<file path="src/hw/oflow_pkg.sv">
package oflow_pkg;

  // field widths
  localparam int ID_LEN     = 8;
  localparam int COORD_LEN  = 10;  // coordinates and box sizes
  localparam int COLOR_LEN  = 12;
  localparam int METRIC_LEN = 14;  // six abs diffs, worst case 12282

  // row address carried by a command, top level may use fewer bits
  localparam int MAX_ADDR_WIDTH = 8;

  // slice 0: id and centre of mass, 28 bits
  typedef struct packed {
    logic [ID_LEN-1:0]    id;
    logic [COORD_LEN-1:0] cm_x;
    logic [COORD_LEN-1:0] cm_y;
  } idcm_t;

  // slice 1: corners, 40 bits
  typedef struct packed {
    logic [COORD_LEN-1:0] tl_x;  // top left
    logic [COORD_LEN-1:0] tl_y;
    logic [COORD_LEN-1:0] br_x;  // bottom right
    logic [COORD_LEN-1:0] br_y;
  } pos_t;

  // slice 2: size and colour, 44 bits
  typedef struct packed {
    logic [COORD_LEN-1:0] width;
    logic [COORD_LEN-1:0] height;
    logic [COLOR_LEN-1:0] color1;
    logic [COLOR_LEN-1:0] color2;
  } attr_t;

  // full feature record, 112 bits
  typedef struct packed {
    idcm_t idcm;
    pos_t  pos;
    attr_t attr;
  } bbox_feat_t;

  // one memory row, left record in the upper half
  typedef struct packed {
    bbox_feat_t left;
    bbox_feat_t right;
  } row_t;

  typedef enum logic [1:0] {
    OP_NOP        = 2'd0,
    OP_WRITE_PAIR = 2'd1,  // row_0 -> even row, row_1 -> odd row
    OP_MATCH      = 2'd2,  // row_0.left is the query
    OP_RSVD       = 2'd3   // flagged as error
  } op_e;

  typedef struct packed {
    op_e                     op;
    logic [MAX_ADDR_WIDTH-1:0] addr;
    row_t                    row_0;
    row_t                    row_1;
  } oflow_cmd_t;

  // match result, 24 bits
  typedef struct packed {
    logic [ID_LEN-1:0]     best_id;
    logic [METRIC_LEN-1:0] metric;
    logic                  side;   // 0 left, 1 right
    logic                  found;  // metric within threshold
  } match_res_t;

endpackage

</file>
<file path="src/hw/similarity_calc.sv">
module similarity_calc #(
  parameter int MATCH_THRESH = 64
) (
  input  logic                  clk,
  input  logic                  rst,
  input  logic                  match_v,
  input  oflow_pkg::bbox_feat_t match_q,
  input  oflow_pkg::row_t       rd_row,   // one cycle behind match_v
  output logic                  res_valid,
  output oflow_pkg::match_res_t res
);

  localparam int DIFF_LEN = oflow_pkg::COLOR_LEN;  // widest field

  logic                                q_v;      // match_v delayed to rd_row
  oflow_pkg::bbox_feat_t               q_rec;
  logic [oflow_pkg::METRIC_LEN-1:0]    metric_l;
  logic [oflow_pkg::METRIC_LEN-1:0]    metric_r;
  logic [oflow_pkg::METRIC_LEN-1:0]    best_metric;
  logic                                best_side;
  logic [oflow_pkg::ID_LEN-1:0]        best_id;

  // |a - b| on zero-extended fields
  function automatic logic [DIFF_LEN-1:0] abs_diff(
    input logic [DIFF_LEN-1:0] a,
    input logic [DIFF_LEN-1:0] b
  );
    return (a >= b) ? (a - b) : (b - a);
  endfunction

  // L1 over centre, size and colour only
  function automatic logic [oflow_pkg::METRIC_LEN-1:0] l1_metric(
    input oflow_pkg::bbox_feat_t q,
    input oflow_pkg::bbox_feat_t s
  );
    logic [oflow_pkg::METRIC_LEN-1:0] sum;
    sum = '0;
    sum += oflow_pkg::METRIC_LEN'(abs_diff(DIFF_LEN'(q.idcm.cm_x), DIFF_LEN'(s.idcm.cm_x)));
    sum += oflow_pkg::METRIC_LEN'(abs_diff(DIFF_LEN'(q.idcm.cm_y), DIFF_LEN'(s.idcm.cm_y)));
    sum += oflow_pkg::METRIC_LEN'(abs_diff(DIFF_LEN'(q.attr.width), DIFF_LEN'(s.attr.width)));
    sum += oflow_pkg::METRIC_LEN'(abs_diff(DIFF_LEN'(q.attr.height), DIFF_LEN'(s.attr.height)));
    sum += oflow_pkg::METRIC_LEN'(abs_diff(q.attr.color1, s.attr.color1));
    sum += oflow_pkg::METRIC_LEN'(abs_diff(q.attr.color2, s.attr.color2));
    return sum;  // max 12282 so it never wraps
  endfunction

  // stage 1 aligns query with bank read data
  always_ff @(posedge clk) begin
    if (rst) begin
      q_v <= 1'b0;
    end else begin
      q_v <= match_v;
    end
  end

  always_ff @(posedge clk) begin
    if (match_v) begin
      q_rec <= match_q;
    end
  end

  // both sides in parallel
  assign metric_l = l1_metric(q_rec, rd_row.left);
  assign metric_r = l1_metric(q_rec, rd_row.right);

  // right wins only when strictly better so ties stay left
  assign best_side   = (metric_r < metric_l);
  assign best_metric = best_side ? metric_r : metric_l;
  assign best_id     = best_side ? rd_row.right.idcm.id : rd_row.left.idcm.id;

  // stage 2 result register
  always_ff @(posedge clk) begin
    if (rst) begin
      res_valid <= 1'b0;
    end else begin
      res_valid <= q_v;
    end
  end

  always_ff @(posedge clk) begin
    if (q_v) begin
      res.best_id <= best_id;
      res.metric  <= best_metric;
      res.side    <= best_side;
      res.found   <= (best_metric <= oflow_pkg::METRIC_LEN'(MATCH_THRESH));
    end
  end

endmodule

</file>
<file path="config.mk">
export PLATFORM = sky130hd
export DESIGN_NAME = similarity_calc
export DESIGN_NICKNAME = d
export VERILOG_FILES = /design/src/hw/oflow_pkg.sv /design/src/hw/similarity_calc.sv
export SDC_FILE = /design/constraint.sdc
export NUM_CORES = 1
export LEC_CHECK = 0
export ABC_AREA = 1
export BUFFER_PORTS_ARGS = -buffer_cell sky130_fd_sc_hd__buf_2
export CAP_MARGIN = 20
export CORE_MARGIN = 1.5
export CORE_UTILIZATION = 53
export CTS_CLUSTER_DIAMETER = 120
export DETAILED_ROUTE_END_ITERATION = 6
export PLACE_DENSITY = 0.79
export SLEW_MARGIN = 20
export SYNTH_ARGS = -nofsm -noshare
export SYNTH_HDL_FRONTEND = slang
export SYNTH_SLANG_ARGS = --single-unit
export TNS_END_PERCENT = 30
</file>
<file path="constraint.sdc">
create_clock -name clk -period 6.8 [get_ports clk]
set_input_delay 1.02 -clock clk [delete_from_list [all_inputs] [get_ports clk]]
set_output_delay 1.02 -clock clk [all_outputs]
set_load 0.1 [all_outputs]
</file>
Yosys cells after proc, flatten, opt, wreduce, memory -nomap -nowiden
Cells that the tools add are included.
- $add $sub $neg: 34
- $lt $le $gt $ge: 14
- multiplexer cells: 14
- operators with widths (operator ; number):
    10-bit by 10-bit subtractor with 11-bit output ; 16
    12-bit 2-to-1 mux ; 12
    12-bit subtractor ; 8
    14-bit by 12-bit adder with 14-bit output ; 6
    10-bit greater-or-equal comparator ; 8
    12-bit greater-or-equal comparator ; 4
    13-bit by 12-bit adder with 14-bit output ; 2
    12-bit by 12-bit adder with 13-bit output ; 2
    14-bit by 7-bit less-or-equal comparator with 1-bit output, second input constant ; 1
    14-bit < comparator ; 1
    14-bit 2-to-1 mux ; 1
    8-bit 2-to-1 mux ; 1
- flip-flop bits (word level): 90

Logic depth before layout (Yosys ltp)
- depth in word-level cells: 10
- depth in mapped cells: 48

Worst setup path after synthesis
Ideal clock, no wire load.
- path kind: input to register
- from: input port rd_row[208] (netlist bit)
- to: register res[0] (netlist bit) (data pin)
- arrival time: 6578 ps
- required time: 6548 ps
- path slack: -30 ps
- stages on the path: 44
- path buffers: 3
- path through: inv_1 -> ha_1 -> clkbuf_2 -> a21oi_1 -> o21ai_1 -> nand3_1 -> nand2_1 -> nand3_1 -> nand2_1 -> nand2_1 -> nand3_2 -> buf_4 -> o21ai_0 -> fa_1 -> fa_1 -> inv_1 -> fa_1 -> inv_1 -> (+8 left out) -> nand2_1 -> nand3_1 -> nand2_1 -> ha_1 -> nand2_1 -> nor2_2 -> nand2_1 -> nor2_2 -> nand2_2 -> nand2_4 -> buf_2 -> nand2_1 -> nand2_1 -> nor2_1 -> nand2_1 -> nor2_1 -> nand2_1 -> nand2_1
- longest elaborated chain between the ends: 10
- elaborated cells on any way between the ends: 12
- those cells by class: add/sub (7); order compare (3); mux (2)
- ends and longest elaborated chain (element ; line ; RTL):
    from (decl) ; similarity_calc.sv:8 ; input oflow_pkg::row_t rd_row,
    10-bit by 10-bit subtractor with 11-bit output or 10-bit greater-or-equal comparator (tied branches) ; similarity_calc.sv:28 ; return (a >= b) ? (a - b) : (b - a);
    12-bit 2-to-1 mux (*) ; similarity_calc.sv:28 ;
    12-bit by 12-bit adder with 13-bit output (*) ; similarity_calc.sv:39 ; sum += oflow_pkg::METRIC_LEN'(abs_diff(DIFF_LEN'(q.idcm.cm_y), DIFF_LEN'(s.idcm.cm_y)));
    13-bit by 12-bit adder with 14-bit output (*) ; similarity_calc.sv:40 ; sum += oflow_pkg::METRIC_LEN'(abs_diff(DIFF_LEN'(q.attr.width), DIFF_LEN'(s.attr.width)));
    14-bit by 12-bit adder with 14-bit output (*) ; similarity_calc.sv:41 ; sum += oflow_pkg::METRIC_LEN'(abs_diff(DIFF_LEN'(q.attr.height), DIFF_LEN'(s.attr.height)));
    14-bit by 12-bit adder with 14-bit output (*) ; similarity_calc.sv:42 ; sum += oflow_pkg::METRIC_LEN'(abs_diff(q.attr.color1, s.attr.color1));
    14-bit by 12-bit adder with 14-bit output (*) ; similarity_calc.sv:43 ; sum += oflow_pkg::METRIC_LEN'(abs_diff(q.attr.color2, s.attr.color2));
    14-bit < comparator ; similarity_calc.sv:67 ; assign best_side = (metric_r < metric_l);
    14-bit 2-to-1 mux (*) ; similarity_calc.sv:68 ; assign best_metric = best_side ? metric_r : metric_l;
    via best_metric, one bit ; similarity_calc.sv:19 ; logic [oflow_pkg::METRIC_LEN-1:0] best_metric;
    14-bit by 7-bit less-or-equal comparator with 1-bit output (*) ; similarity_calc.sv:85 ; res.found <= (best_metric <= oflow_pkg::METRIC_LEN'(MATCH_THRESH));
    to (decl) ; similarity_calc.sv:10 ; output oflow_pkg::match_res_t res
The timed path passes the listed nets; every way through them passes the cells marked *.
A chain may end at the register's enable or synchronous reset.

Worst setup path in the final report
- from: input port rd_row[200] (netlist bit)
- to: register res[0] (netlist bit) (data pin)
Same word-level chain as after synthesis.

==> Implementation_results.wiki <==
{| class="wikitable"
! Metric !! Value
|-
| Result of the run || complete, but fails checks
|-
| Violations in the final reports || design-rule violations, negative setup slack
|-
| Total of max-cap violations || 0
|-
| R2r worst-path depth || 41
|-
| CTS Buffer Depth || 2
|-
| CTS Sinks || 90
|-
| Part of the Yosys area used for sequential elements || between 10 and 15%
|-
| WL per Instance || about 17 um
|-
| Commonest cells after routing, fill and taps aside || sky130_fd_sc_hd__buf_4 (778), sky130_fd_sc_hd__nand2_1 (645), sky130_fd_sc_hd__inv_1 (574)
|-
| Post-placement worst setup slack || -0.8190 ns
|-
| Syn_nets || approximately 3600
|-
| H-tree levels || 3
|-
| Dominant cell type by area after synthesis || sky130_fd_sc_hd__ha_1
|-
| Adder-cell share of the synthesized area || a little under a third
|-
| Pin count of the biggest net entering global routing || between 60 and 70
|-
| Fraction of synthesized area in multiplexers || less than 1%
|-
| Post-synth top area share || roughly 19%
|-
| All-Layer GR Usage || 34.75%
|-
| I/O pins || ~360
|-
| Slowest Stage Delay on Critical Path || slightly below 0.6 ns
|-
| Setup repair after global routing missed its margin || yes
|-
| Top cells by area in the synthesized netlist || sky130_fd_sc_hd__ha_1 (19%), sky130_fd_sc_hd__nand2_1 (14%), sky130_fd_sc_hd__edfxtp_1 (14%)
|-
| Critical Path Sink Type || flop
|-
| Floorplan die height || between 150 and 200 um
|-
| Most common cell after layout, fill and taps aside || sky130_fd_sc_hd__buf_4
|-
| Dominant combinational cell family by area after synthesis || adder cells
|-
| Sum of routed wire length over all layers || about 74000 um
|-
| Worst Path Max Fanout || 7
|-
| Clock latency on the worst-skew pair || roughly 0.42 ns
|-
| Clock root cell || sky130_fd_sc_hd__clkbuf_16
|-
| Max-slew violation total from the final report || 0
|-
| Residual DRC || 3
|-
| Final global-route overflow total || 0
|-
| CORE AREA || roughly 36000 sq um
|-
| First-pass GRT wire length || 105900 um
|-
| Finished Core Util || 80.44%
|-
| Worst max-slew margin expressed relative to the limit || 30.76%
|-
| Launch instance of the worst register-to-register path || q_rec[12]
|-
| Final period utilization || 103.2%
|-
| Global placement routability congestion || about 1
|-
| Hold Path Class || primary input to flop
|-
| CTS Hold Bufs || 0
|-
| Vias in the first global route || about 22000
|-
| Ant diodes || 0
|-
| Syn avg cell area || 6.911 sq um
|-
| Flop and latch count out of synthesis || 90
|-
| Fraction of layout cells with a size suffix above 1 || around two fifths
|-
| Parity-gate share of the synthesized area counting xor and xnor cells || 7.173%
|-
| Starting Density || between 50 and 60%
|-
| Post-route minimum period || 7.014 ns
|-
| Worst path most repeated cell || sky130_fd_sc_hd__nand2_1
|-
| Setup violators final || 14
|-
| Final Hold Vio Count || 0
|-
| R2R setup slack || -0.03 ns
|-
| Final net count || ~4600
|-
| Total of warnings raised by yosys || 0
|-
| Clock buffers created by TritonCTS || 9
|-
| Critical-path cell with the highest stage delay || sky130_fd_sc_hd__fa_1
|-
| Cells after Synth || between 2000 and 3000
|-
| CP startpoint || rd_row[200]
|-
| Clock-pin slew reported for the worst setup and hold paths after clock tree synthesis || approximately 0.080 ns
|-
| Async set or reset register ratio after synthesis || 0%
|-
| Data required time of the worst path || 6.96 ns
|-
| CTS tree || done
|-
| Endpoint of the most critical setup path || res[0]
|-
| Type of the worst setup path || primary input to flop
|-
| Number of antenna violations at the first check in global routing || 0
|-
| Element type at the critical path start || primary input
|-
| Simple-gate portion of the synthesized area || a little over a fifth
|-
| Remaining antenna violation count after routing || 0
|-
| Synthesis-to-layout area growth || 50.02%
|-
| Maximum clock rate || approximately 0.14 GHz
|-
| Die footprint || 38020 sq um
|-
| Arrival time at the worst endpoint || 7.17 ns
|-
| Worst Min Path Start || match_q[7]
|-
| DR vias || around 23000
|-
| Worst-case clock skew || 0.01604 ns
|-
| Worst reg2reg endpoint || res[0]
|-
| Drt first-iter violations || ~1900
|-
| Via density || around 5.4
|-
| Unique masters post-synth || between 50 and 60
|-
| HPWL reported at the end of detailed placement || ~56000 um
|-
| Post-synth EDFFs || between 80 and 90
|-
| Combined area of all synthesized cells || just under 20000 sq um
|-
| Most instantiated flip-flop cell in the synthesis netlist || sky130_fd_sc_hd__edfxtp_1
|-
| Number of search-and-repair iterations in the first detailed-routing pass || 7
|-
| Number of placement rows || 70
|-
| Worst-margin pin slew || 1.037 ns
|-
| Worst setup slack after layout || -0.2143 ns
|-
| Compound-cell area share of the yosys netlist || about an eighth
|-
| Input/output buffers || approximately 240
|-
| Die Span X || about 200 um
|}
## synthesized netlist by cell type (all sizes together) (4+ instances only)
| master | count |
|---|---|
| a211oi | 9 |
| a21boi | 11 |
| a21o | 18 |
| a21oi | 208 |
| a221oi | 6 |
| a31oi | 4 |
| buf | 36 |
| clkbuf | 32 |
| edfxtp | 88 |
| fa | 119 |
| ha | 289 |
| inv | 616 |
| mux2i | 5 |
| nand2 | 742 |
| nand3 | 133 |
| nand4 | 16 |
| nor2 | 118 |
| nor3 | 15 |
| nor4 | 7 |
| o2111ai | 9 |
| o21ai | 139 |
| o21bai | 12 |
| o221ai | 6 |
| or2 | 15 |
| xnor2 | 39 |
| xor2 | 121 |
## metal layers
metal	GRT usage (%)	up-vias	wire [um]
met2	61.85	1073	36090
met5	0	-	0
met3	4.836	291	5502
li1	-	10800	-
met4	13.64	0	3751
met1	42.35	10750	28500
## sequential cells by signal, summed over array words and instances (netlist names)
name / flops
res_valid: 1
q_v: 1
q_rec: 64
res: 24
## worst max-delay path: cells and delay by family
kind,cells,cell delay [ns]
compound gates,6,0.83
fa+ha+maj,7,2.69
buf+inv,11,1.00
simple gates,20,1.62
## stage by stage
| stage | cell area, sq um | hold slack (ns) | cells | TNS (ns) |
|---|---|---|---|---|
| after floorplan | 19540 | 0.7514 | 2827 | 0 |
| after global placement | 26470 | 0.8686 | 4197 | -9.282 |
| after detailed placement | 26470 | 0.8768 | 4197 | -14.84 |
| after CTS | 27320 | 0.7692 | 4228 | 0 |
| after global routing | 29310 | 0.7745 | 4277 | -9.113 |
| final | 29310 | 0.7721 | 4277 | -0.8199 |
## final cells by class
cell class	instances	area (sq um)
Multi-Input combinational cell	2056	16140
Sequential cell	90	2683
Clock inverter	7	60.06
Clock buffer	9	225.2
Fill cell	2377	7127
Timing Repair Buffer	1031	7276
Tap cell	468	585.6
Inverter	616	2342
## how the worst min path moves through the flow
stage                            to  slack (ns)  depth (start not counted)
after floorplan           res_valid        0.75                          2
after global placement    res_valid        0.87                          2
after detailed placement  res_valid        0.88                          2
after CTS                  q_rec[7]        0.77                          1
after global routing      q_rec[89]        0.77                          1
final                      q_rec[7]        0.77                          1
## repair_timing
action | in CTS | in global routing
pin swaps | 42 | 189
endpoints found under the hold margin | 0 | 0
setup buffers | 13 | 47
gates cloned | 2 | 2
gates resized for setup | 128 | 399
endpoints found under the setup margin | 24 | 24
## cell families (layout without fill, tap and decap cells)
family | count (synthesis) | count (layout)
adder cells (fa/ha/maj) | 408 | 408
buffers and inverters | 684 | 1663
AO/OA/AOI/OAI | 432 | 432
XOR/XNOR | 160 | 160
AND/OR/NAND/NOR | 1048 | 1051
flip-flops | 90 | 90
multiplexers | 5 | 5
Power is not shown: default switching activity piles up to over one toggle a cycle in this logic, so the estimate is an artifact.
