==> config.mk <==
export PLATFORM = sky130hd
export DESIGN_NAME = cmd_decode
export DESIGN_NICKNAME = d
export VERILOG_FILES = /design/src/hw/oflow_pkg.sv /design/src/hw/cmd_decode.sv
export SDC_FILE = /design/constraint.sdc
export NUM_CORES = 1
export LEC_CHECK = 0
export BUFFER_PORTS_ARGS = -buffer_cell sky130_fd_sc_hd__buf_2
export CORE_AREA = 2 2 403 405
export CTS_BUF_LIST = sky130_fd_sc_hd__clkbuf_4
export CTS_CLUSTER_SIZE = 25
export DETAILED_ROUTE_END_ITERATION = 8
export DIE_AREA = 0 0 405 407
export GPL_ROUTABILITY_DRIVEN = 0
export SYNTH_ARGS = -nofsm -noshare
export SYNTH_HDL_FRONTEND = slang
export SYNTH_SLANG_ARGS = --single-unit
==> constraint.sdc <==
create_clock -name clk -period 19.2 [get_ports clk]
set_clock_uncertainty 0.1 [all_clocks]
set_input_delay 1.92 -clock clk [delete_from_list [all_inputs] [get_ports clk]]
set_output_delay 1.92 -clock clk [all_outputs]
set_load 0.02 [all_outputs]
==> src/hw/oflow_pkg.sv <==
package oflow_pkg;

  // field widths
  localparam int ID_LEN     = 8;
  localparam int COORD_LEN  = 10;  // coordinates and box sizes
  localparam int COLOR_LEN  = 12;
  localparam int METRIC_LEN = 14;  // six abs diffs, worst case 12282

  // row address carried by a command, top level may use fewer bits
  localparam int MAX_ADDR_WIDTH = 8;

  // slice 0: id and centre of mass, 28 bits
  typedef struct packed {
    logic [ID_LEN-1:0]    id;
    logic [COORD_LEN-1:0] cm_x;
    logic [COORD_LEN-1:0] cm_y;
  } idcm_t;

  // slice 1: corners, 40 bits
  typedef struct packed {
    logic [COORD_LEN-1:0] tl_x;  // top left
    logic [COORD_LEN-1:0] tl_y;
    logic [COORD_LEN-1:0] br_x;  // bottom right
    logic [COORD_LEN-1:0] br_y;
  } pos_t;

  // slice 2: size and colour, 44 bits
  typedef struct packed {
    logic [COORD_LEN-1:0] width;
    logic [COORD_LEN-1:0] height;
    logic [COLOR_LEN-1:0] color1;
    logic [COLOR_LEN-1:0] color2;
  } attr_t;

  // full feature record, 112 bits
  typedef struct packed {
    idcm_t idcm;
    pos_t  pos;
    attr_t attr;
  } bbox_feat_t;

  // one memory row, left record in the upper half
  typedef struct packed {
    bbox_feat_t left;
    bbox_feat_t right;
  } row_t;

  typedef enum logic [1:0] {
    OP_NOP        = 2'd0,
    OP_WRITE_PAIR = 2'd1,  // row_0 -> even row, row_1 -> odd row
    OP_MATCH      = 2'd2,  // row_0.left is the query
    OP_RSVD       = 2'd3   // flagged as error
  } op_e;

  typedef struct packed {
    op_e                     op;
    logic [MAX_ADDR_WIDTH-1:0] addr;
    row_t                    row_0;
    row_t                    row_1;
  } oflow_cmd_t;

  // match result, 24 bits
  typedef struct packed {
    logic [ID_LEN-1:0]     best_id;
    logic [METRIC_LEN-1:0] metric;
    logic                  side;   // 0 left, 1 right
    logic                  found;  // metric within threshold
  } match_res_t;

endpackage

==> src/hw/cmd_decode.sv <==
module cmd_decode #(
  parameter int ADDR_WIDTH = 8
) (
  input  logic                  clk,
  input  logic                  rst,
  input  logic                  cmd_valid,
  input  oflow_pkg::oflow_cmd_t cmd,
  // to feature_mem
  output logic                  wr_en,
  output logic [ADDR_WIDTH-1:0] wr_addr_0,
  output logic [ADDR_WIDTH-1:0] wr_addr_1,
  output oflow_pkg::row_t       wr_row_0,
  output oflow_pkg::row_t       wr_row_1,
  output logic                  rd_en,
  output logic [ADDR_WIDTH-1:0] rd_addr,
  // to similarity_calc
  output logic                  match_v,
  output oflow_pkg::bbox_feat_t match_q,
  output logic                  cmd_err
);

  logic                  is_write;
  logic                  is_match;
  logic                  is_rsvd;
  logic [ADDR_WIDTH-1:0] row_addr;

  if (ADDR_WIDTH > oflow_pkg::MAX_ADDR_WIDTH) begin : g_addr_check
    $error("cmd_decode: ADDR_WIDTH exceeds the command address field");
  end

  // opcode decode, qualified by the strobe
  assign is_write = cmd_valid && (cmd.op == oflow_pkg::OP_WRITE_PAIR);
  assign is_match = cmd_valid && (cmd.op == oflow_pkg::OP_MATCH);
  assign is_rsvd  = cmd_valid && (cmd.op == oflow_pkg::OP_RSVD);
  assign row_addr = cmd.addr[ADDR_WIDTH-1:0];

  // strobes
  always_ff @(posedge clk) begin
    if (rst) begin
      wr_en   <= 1'b0;
      rd_en   <= 1'b0;
      match_v <= 1'b0;
      cmd_err <= 1'b0;
    end else begin
      wr_en   <= is_write;
      rd_en   <= is_match;
      match_v <= is_match;  // travels with rd_en
      cmd_err <= is_rsvd;   // one cycle pulse, nothing else happens
    end
  end

  // payload, held between commands
  always_ff @(posedge clk) begin
    if (is_write) begin
      wr_addr_0 <= {row_addr[ADDR_WIDTH-1:1], 1'b0};  // pair always starts even
      wr_addr_1 <= {row_addr[ADDR_WIDTH-1:1], 1'b1};
      wr_row_0  <= cmd.row_0;
      wr_row_1  <= cmd.row_1;
    end
    if (is_match) begin
      rd_addr <= row_addr;
      match_q <= cmd.row_0.left;  // query record
    end
  end

  a_strobes_known: assert property (
    @(posedge clk) disable iff (rst) !$isunknown({wr_en, rd_en, match_v, cmd_err})
  ) else $error("cmd_decode: unknown output strobe");

endmodule

After elaboration in Yosys (flattened, before gate mapping)
Cells that the tools add are included.

Bits in registers: 578. Input bits: 461.

Equal/unequal tests: 3. Reduce and logical (&&, ||, !) cells: 3.

Operator list (count): 2-bit == test (second input constant) (2); 1-bit logical AND (3); 2-bit by 1-bit == test with 1-bit output (second input constant) (1).

Logic depth before layout (Yosys ltp)
Gate-level depths: netlist of run 1.

Depth in word-level cells: 2. Depth in mapped cells: 1. Depth with buffers taken out: 1.

Worst setup path before layout of run 1
Ideal clock, no wire load.

Path kind: input -> register. Start point: input cmd[456] (netlist bit). End point: register wr_addr_1[1], enable pin. Data required time: 18476 ps. Library setup time: 624 ps. Arrival: 7270 ps. Stages: 1. Path slack: 11206 ps. Path through: and3b_2.

Longest elaborated chain between the ends: 2.

Ends and longest elaborated chain: from (decl) (line cmd_decode.sv:7) `input oflow_pkg::oflow_cmd_t cmd,`; 2-bit by 1-bit == test with 1-bit output (line cmd_decode.sv:32) `assign is_write = cmd_valid && (cmd.op == oflow_pkg::OP_WRITE_PAIR);`; 1-bit logical AND (line cmd_decode.sv:32); to (signal assigned) (line cmd_decode.sv:56) `wr_addr_1 <= {row_addr[ADDR_WIDTH-1:1], 1'b1};`; to (decl) (line cmd_decode.sv:11) `output logic [ADDR_WIDTH-1:0] wr_addr_1,`.

Every way passes these cells. A chain may end at the register's enable or synchronous reset.

Worst setup path after layout of run 1
Start point: input cmd[457] (netlist bit). End point: register wr_row_0[32] (netlist bit), enable pin.

Longest elaborated chain between the ends: 2.

Ends and longest elaborated chain: 2-bit by 1-bit == test with 1-bit output (line cmd_decode.sv:32); 1-bit logical AND (line cmd_decode.sv:32); via is_write (line cmd_decode.sv:22) `logic is_write;`; to (signal assigned) (line cmd_decode.sv:57) `wr_row_0 <= cmd.row_0;`; to (decl) (line cmd_decode.sv:12) `output oflow_pkg::row_t wr_row_0,`.

The timed path passes the listed nets, and every way through them passes these cells.

==> key figures, run 1 <==
Floorplanning
  – Std-Cell Rows: approximately 150
  – IO Pins: ~1000
  – Initial core utilization: between 10% and 20%
  – DIE AREA: around 160000 µm²
  – DIE HEIGHT: just over 400 µm
  – Die width: between 400 and 500 µm
  – Core Region: 160000 µm²

Clock tree
  – Num CTS Buffers: about 160
  – Setup bufs post-CTS: 0
  – Hold buffers post-CTS: 0
  – Worst-path clk slew: ~0.060 ns
  – Post-CTS resize count: 0
  – Number of clock sinks: roughly 580
  – Max Root-Sink Buffers: 3
  – CTS tree: built
  – Clk root buf: clkbuf_4
  – CTS H-Tree Depth: 4

Global route
  – Largest net degree at the start of global routing: 139
  – Total GRT Usage: between 10% and 20%
  – Initial antenna violation count: approximately 140
  – Number of global-route vias before repair: 11800
  – First-pass GRT wire length: approximately 140000 µm
  – GRT Residual Overflow: 0

Placement
  – Port-buffer cells: between 1000 and 1500
  – Post-placement cell count: about 3800
  – Dpl hpwl: about 98000 µm

Detailed routing
  – Pre-Repair DR Iteration Count: 5
  – Post-route ant nets: 0
  – WL per Instance: 28.1 µm
  – Via count: approximately 12000
  – DR iter-0 viols: about 900
  – DRT Wirelength: 116000 µm
  – # DRC: 0
  – Via/cell ratio: approximately 3

Setup path
  – Worst setup SP type: input pin
  – Crit-path max FO: between 100 and 150
  – Setup crit start: cmd[457]
  – Req. time, crit path: 19.82 ns
  – CP Capture Type: flip-flop
  – Worst Path Arrival: 5.02 ns
  – Crit Path Category: input pin to flip-flop

Run
  – Maxcap violations: 0

Timing
  – Final critical-path share of the clock period: between 20% and 30%
  – Setup_tns: 0 ns
  – Max-slew violations: 0
  – Finish-stage setup viols: 0
  – Relative slew slack: between 20% and 30%
  – Tightest Pin Transition: about 1.2 ns
  – RSZ-0062 raised after global routing: no
  – Final hold vios: 0
  – Fmax: approximately 0.23 GHz
  – Min Tclk post-route: 4.40 ns

Synthesis
  – Synthesized cell area: around 17000 µm²
  – Yosys warning count: 0
  – Number of synthesized register bits: approximately 580
  – Count of distinct cell types in the synthesized netlist: 7
  – Syn Inst Count: 595
  – Synthesized Nets: around 1100
  – Register area share after synthesis: just under 100%
  – Syn_area_per_cell: approximately 29 µm²

Min path
  – Hold Path Depth: 1
  – HP Start: cmd[173]
  – WHS Endpoint: wr_row_1[173]
  – Worst Hold Class: input pin to flip-flop

Run status
  – Outcome: finished clean

Pwr
  – Leakage power: 10.7 nW
  – Power per cell area: roughly 110 nW/µm²
  – Peak supply drop: 0.0000472 V

Finish
  – Synthesis-to-finish area growth: 58.1%
  – Fillers: around 18000
  – Final core utilization: between 10% and 20%
  – Final Non-Filler Cells: ~4100
  – Share of cells above drive strength 1: ~68%
  – Final nets: ~2300
-- per-stage QoR --
| step | cell area (µm²) | hold slack (ns) | power [W] | worst slack [ns] |
|---|---|---|---|---|
| 5_1_grt | 27500 | 0.614 | 0.00306 | 14.71 |
| 6_report | 27600 | 0.832 | 0.00292 | 14.80 |
| 3_5_place_dp | 25400 | 2.00 | 0.00177 | 13.57 |
| 3_3_place_gp | 25400 | 2.00 | 0.00177 | 13.72 |
| 4_1_cts | 27500 | 0.550 | 0.00300 | 14.93 |
| 2_1_floorplan | 17500 | 1.92 | 0.00160 | 11.21 |
-- worst max path at each step --
stage                               end  slack, ns  cells past startpoint
after floorplan            wr_addr_1[1]      11.21                      1
after detailed placement   wr_row_1[99]      13.57                      5
after CTS                  wr_row_1[99]      14.93                      5
after global routing      wr_row_1[123]      14.71                      5
after global placement     wr_row_0[31]      13.72                      5
final                      wr_row_0[32]      14.80                      5
-- routing by layer --
layer	wire, µm	vias up	global-route usage [%]
li1	-	5014	-
met1	39900	6039	13.7
met2	52400	911	20.1
met3	19400	299	11.0
met4	3230	148	4.54
met5	928	-	0
-- where the power goes --
part | switching [W] | internal [W]
logic | 0.000186 | 0.0000713
clock network | 0.000566 | 0.000625
registers | 0.0000199 | 0.00146
total | 0.000772 | 0.00215
-- cell usage in the layout, fill, tap and decap left out --
cell and instances:
dfxtp_1 3, clkinv_4 2, clkinv_2 10, buf_2 1046
clkbuf_4 220, bufinv_16 7, and4bb_1 2, inv_6 1
and3b_4 2, clkinv_1 41, and4b_1 1, buf_4 6
edfxtp_1 575, clkinvlp_4 2, buf_12 1, conb_1 2
diode_2 42
-- cell usage after synthesis --
library cell | count | area (µm²)
dfxtp_1 | 3 | 60.1
conb_1 | 2 | 7.51
edfxtp_1 | 575 | 17300
buf_4 | 10 | 75.1
and4bb_1 | 2 | 25.0
and4b_1 | 1 | 10.0
and3b_2 | 2 | 20.0
-- critical path, stage by stage --
cell and delay (ns):
buf_2 0.13, and3b_4 0.53, buf_12 0.56, buf_4 0.74
buf_4 0.88
-- sequential cells by signal, indices dropped and copies added, names as in the netlist --
signal	cells
cmd_err	1
match_q	112
match_v	1
rd_addr	8
wr_addr_1	7
wr_en	1
wr_row_0	224
wr_row_1	224
-- cells by family after synthesis --
kind of cell | count (synthesis) | share of synthesized area, %
flip-flops | 578 | 99.2
buffers and inverters | 10 | 0.430
AND/OR/NAND/NOR | 5 | 0.315
other | 2 | 0.0430
-- final cells by class --
type                            count  area (µm²)  area share, %
Sequential cell                   578       17300           62.8
Timing Repair Buffer             1053        5300           19.2
Tap cell                         2160        2700           9.79
Clock buffer                      220        1650           5.98
Clock inverter                     63         455           1.65
Antenna cell                       42         105          0.381
Multi-Input combinational cell      7        67.6          0.245
Power figures use the tool's default switching activity.
==> run 2, diff against run 1 <==
--- a/config.mk
+++ b/config.mk
@@ -5,12 +5,13 @@
 export SDC_FILE = /design/constraint.sdc
 export NUM_CORES = 1
 export LEC_CHECK = 0
+export ABC_AREA = 1
 export BUFFER_PORTS_ARGS = -buffer_cell sky130_fd_sc_hd__buf_2
-export CORE_AREA = 2 2 403 405
+export CORE_AREA = 2 2 404 406
 export CTS_BUF_LIST = sky130_fd_sc_hd__clkbuf_4
 export CTS_CLUSTER_SIZE = 25
 export DETAILED_ROUTE_END_ITERATION = 8
-export DIE_AREA = 0 0 405 407
+export DIE_AREA = 0 0 406 408
 export GPL_ROUTABILITY_DRIVEN = 0
 export SYNTH_ARGS = -nofsm -noshare
 export SYNTH_HDL_FRONTEND = slang
==> constraint.sdc (replaced) <==
create_clock -name clk -period 3.93 [get_ports clk]
set_clock_uncertainty 0.1 [all_clocks]
set_input_delay 0.393 -clock clk [delete_from_list [all_inputs] [get_ports clk]]
set_output_delay 0.393 -clock clk [all_outputs]
set_load 0.02 [all_outputs]
==> run 2 against run 1 <==
Compared with the run above:
- the run now fails in clock tree synthesis (4_1_cts)
- synthesized cell count grew 0.50%
- area after synthesis shrank 0.12%
==> key figures, run 2 <==
Clock tree
  – Num CTS Buffers: 162 (-0.61%)
  – Clk root buf: clkbuf_4
  – Setup bufs post-CTS: 0 (unchanged)
  – CTS H-Tree Depth: 4 (unchanged)
  – Post-CTS resize count: 0 (unchanged)
  – Hold buffers post-CTS: 826 (+826)
  – Max Root-Sink Buffers: 3 (unchanged)
  – Number of clock sinks: 578 (unchanged)

Floorplanning
  – Die width: 406 µm (+0.25%)
  – Initial core utilization: 10.8% (-0.11 points)
  – Std-Cell Rows: 148 (+0.68%)
  – IO Pins: 1049 (unchanged)
  – DIE HEIGHT: 408 µm (+0.25%)

Synthesis
  – Top post-synthesis cells by area: edfxtp_1 99%, buf_4 0.43%, dfxtp_1 0.34%
  – Syn Inst Count: 598 (+0.50%)
  – Synth top area share: 99.0% (+0.12 points)
  – Number of synthesized register bits: 578 (unchanged)
  – Ys async rst share: 0% (unchanged)
  – Synth area leader: edfxtp_1
  – Syn_area_per_cell: 29.2 µm² (-0.62%)
  – Yosys warning count: 0 (unchanged)
  – Synthesized Nets: 1059 (+0.28%)
  – Count leader, synth: edfxtp_1
  – Synthesized cell area: 17400 µm² (-0.12%)
  – Post-synth EDFFs: 575 (unchanged)
  – Count of distinct cell types in the synthesized netlist: 8 (+1)
  – Most used DFF post-synth: edfxtp_1
  – Commonest cells in the netlist: 575 x edfxtp_1, 10 x buf_4, 3 x dfxtp_1, 3 x nor2_1
  – Register area share after synthesis: 99.3% (+0.12 points)

Run status
  – First error: [ERROR RSZ-0060] Max buffer count reached.
  – Outcome: did not finish
  – Failed at: clock tree synthesis (4_1_cts)

Placement
  – Pre-CTS setup slack: 1.66 ns (-11.90 ns)
  – Placed Area: 25600 µm² (+0.86%)
  – Post-placement cell count: 3832 (+0.90%)
  – Dpl hpwl: 81600 µm (-17%)
  – Port-buffer cells: 1046 (unchanged)
-- run 2: cell count changes after synthesis, moves of 2 or more --
cell	delta
nor2_1	+3
and3b_2	-2
and4bb_1	-2
nand2_1	+2
nor3_1	+2
-- run 2: kinds of logic after synthesis --
kind of cell  Yosys count  share of synthesized area, %
other cells             2                        0.0431
flops                 578                          99.3
simple gates            8                         0.194
buf+inv                10                         0.430
-- run 2: through the flow --
step	TNS [ns]	utilization, %
floorplan	-1703.38	-
global placement	0	15.8
detailed placement	0	15.8
==> run 3, diff against run 2 <==
--- a/config.mk
+++ b/config.mk
@@ -8,11 +8,10 @@
 export ABC_AREA = 1
 export BUFFER_PORTS_ARGS = -buffer_cell sky130_fd_sc_hd__buf_2
 export CORE_AREA = 2 2 404 406
-export CTS_BUF_LIST = sky130_fd_sc_hd__clkbuf_4
-export CTS_CLUSTER_SIZE = 25
 export DETAILED_ROUTE_END_ITERATION = 8
 export DIE_AREA = 0 0 406 408
 export GPL_ROUTABILITY_DRIVEN = 0
+export PLACE_DENSITY_LB_ADDON = 0.15
 export SYNTH_ARGS = -nofsm -noshare
 export SYNTH_HDL_FRONTEND = slang
 export SYNTH_SLANG_ARGS = --single-unit
==> constraint.sdc (replaced) <==
create_clock -name clk -period 5.1 [get_ports clk]
set_clock_uncertainty 0.1 [all_clocks]
set_input_delay 0.51 -clock clk [delete_from_list [all_inputs] [get_ports clk]]
set_output_delay 0.51 -clock clk [all_outputs]
set_load 0.02 [all_outputs]
==> run 3 against run 2 <==
Compared with the run above:
- the run now ends clean
- synthesized cell count stayed put
- area after synthesis stayed put
==> key figures, run 3 <==
Synthesis
  – Synth area leader: edfxtp_1
  – Synthesized Nets: 1059 (unchanged)
  – Count of distinct cell types in the synthesized netlist: 8 (unchanged)
  – Yosys warning count: 0 (unchanged)
  – Synthesized cell area: 17400 µm² (unchanged)
  – Largest family of logic cells by synthesized area: buffers and inverters
  – Fraction of synthesized area in multiplexers: 0% (unchanged)
  – Top post-synthesis cells by area: edfxtp_1 99%, buf_4 0.43%, dfxtp_1 0.34%
  – Simple-gate portion of the synthesized area: 0.194% (unchanged)
  – Register area share after synthesis: 99.3% (unchanged)
  – Syn Inst Count: 598 (unchanged)
  – Commonest cells in the netlist: 575 x edfxtp_1, 10 x buf_4, 3 x dfxtp_1, 3 x nor2_1
  – Synth top area share: 99.0% (unchanged)
  – Most used DFF post-synth: edfxtp_1
  – Post-synth EDFFs: 575 (unchanged)
  – Complex-gate fraction of the synthesized area: 0% (unchanged)
  – Syn_area_per_cell: 29.2 µm² (unchanged)
  – Number of synthesized register bits: 578 (unchanged)
  – Ys async rst share: 0% (unchanged)
  – Adder-cell share of the synthesized area: 0% (unchanged)
  – Post-Synth XOR/XNOR Area: 0% (unchanged)
  – Count leader, synth: edfxtp_1

Clock tree
  – Num CTS Buffers: 72 (-56%)
  – CTS H-Tree Depth: 3 (-1)
  – Setup bufs post-CTS: 0 (unchanged)
  – Number of clock sinks: 578 (unchanged)
  – Clk root buf: clkbuf_16
  – Worst-path clk slew: around 0.060 ns
  – Max Root-Sink Buffers: 3 (unchanged)
  – CTS tree: built

Timing
  – Min Tclk post-route: 2.39 ns
  – RSZ-0062 raised after global routing: no
  – Final critical-path share of the clock period: 46.9%
  – Final hold vios: 0
  – Finish-stage setup viols: 0
  – Tightest Pin Transition: around 0.70 ns
  – Max-slew violations: 0
  – Relative slew slack: between 50% and 60%
  – Worst setup margin: ~2.7 ns
  – Fmax: approximately 0.42 GHz

Detailed routing
  – DRT Wirelength: ~85000 µm
  – # DRC: 0
  – Via count: roughly 13000
  – Post-route ant nets: 0
  – Via/cell ratio: ~2.9
  – WL per Instance: ~19 µm
  – DR iter-0 viols: 520
  – Pre-Repair DR Iteration Count: 4

Placement
  – Pre-CTS setup slack: 2.43 ns (+0.765 ns)
  – Dpl hpwl: 69600 µm (-15%)
  – Port-buffer cells: 1046 (unchanged)
  – Post-placement cell count: 3826 (-0.16%)

Setup path
  – CP Capture Type: flip-flop
  – Worst Path Arrival: ~2.5 ns
  – Crit Path Category: input pin to flip-flop
  – Crit-path slowest cell: nor2_4
  – Crit-path max FO: 37
  – Worst setup SP type: input pin
  – Req. time, crit path: about 5.3 ns
  – Worst path max stage delay: 0.54 ns
  – Critical path cell sequence: dlygate4sd3_1 > buf_2 > nor2_4 > buf_12 > buf_4

Run status
  – Outcome: finished clean

Pwr
  – Leakage power: between 10 and 15 nW
  – Power per cell area: 362 nW/µm²
  – Peak supply drop: ~0.00022 V
  – Power Total: between 0.01 and 0.015 W

Floorplanning
  – IO Pins: 1049 (unchanged)
  – Core Region: roughly 160000 µm²
  – Initial core utilization: 10.8% (unchanged)
  – DIE AREA: 166000 µm²
  – Die width: 406 µm (unchanged)
  – DIE HEIGHT: 408 µm (unchanged)
  – Std-Cell Rows: 148 (unchanged)

Finish
  – Commonest non-fill, non-tap cell in the layout: buf_2
  – Synthesis-to-finish area growth: 85.0%
  – Final nets: around 2600
  – Largest registers: wr_row_0 x224, wr_row_1 x224, match_q x112
  – Final Non-Filler Cells: around 4400
  – Commonest cells after routing, fill and taps aside: 1046 x buf_2, 575 x edfxtp_1, 443 x dlygate4sd3_1, 74 x clkbuf_16, 15 x clkinv_2
  – Share of cells above drive strength 1: roughly 53%

Run
  – Maxcap violations: 0

Global route
  – First-pass GRT wire length: 113000 µm
  – Initial antenna violation count: 48
  – Number of global-route vias before repair: ~14000
  – Largest net degree at the start of global routing: 90
  – Total GRT Usage: about 10%
  – GRT Residual Overflow: 0

Min path
  – Worst Hold Class: input pin to flip-flop
[run 3: layer usage]
metal	global-route usage [%]	wire [µm]	vias to the layer above
li1	-	-	5616
met5	0	241	-
met3	3.80	8080	154
met1	11.0	32300	6203
met2	17.5	42800	686
met4	2.60	1980	38
[run 3: cell families (layout without fill, tap and decap cells)]
group         count (synthesis)  after routing
buf+inv                      10           1635
simple gates                  8              8
other cells                   2             16
flops                       578            578
[run 3: critical path: cells and delay by family]
family	cells	cell delay (ns)
AND/OR/NAND/NOR	1	0.54
buffers and inverters	4	1.43
[run 3: where the power goes]
group | switching [W] | internal [W]
Sequential | 0.0000669 | 0.00548
Clock | 0.00205 | 0.00290
Combinational | 0.000681 | 0.000497
[run 3: path summary, 6_finish.rpt]
path / start / to / cells after the start
worst max-delay path: cmd[457] / wr_row_0[63] / 5
worst min-delay path: cmd[11] / wr_row_1[11] / 1
[run 3: cell type report]
class | count | area (µm²)
fillers | 17500 | 129000
flip-flops and latches | 578 | 17300
repair buffers | 1506 | 9850
well taps | 2175 | 2720
clock buffers | 91 | 1950
clock inverters | 38 | 317
multi-input cells | 10 | 72.6
diodes | 14 | 35.0
[run 3: timing repair]
| item | in CTS | in global routing |
|---|---|---|
| endpoints found under the hold margin | 556 | 1 |
| endpoints found under the setup margin | 0 | 0 |
| hold buffers | 442 | 1 |
| gates resized for setup | 0 | 0 |
[run 3: through the flow]
stage	setup TNS [ns]	utilization (%)	instance area [µm²]	hold WS, ns
after floorplan	-1224.26	-	17500	0.482
after global placement	0	15.8	25500	0.586
after detailed placement	0	15.8	25500	0.588
after CTS	0	19.9	32200	0.00341
after global routing	0	20.0	32300	0.00418
final	0	20.0	32300	0.0639
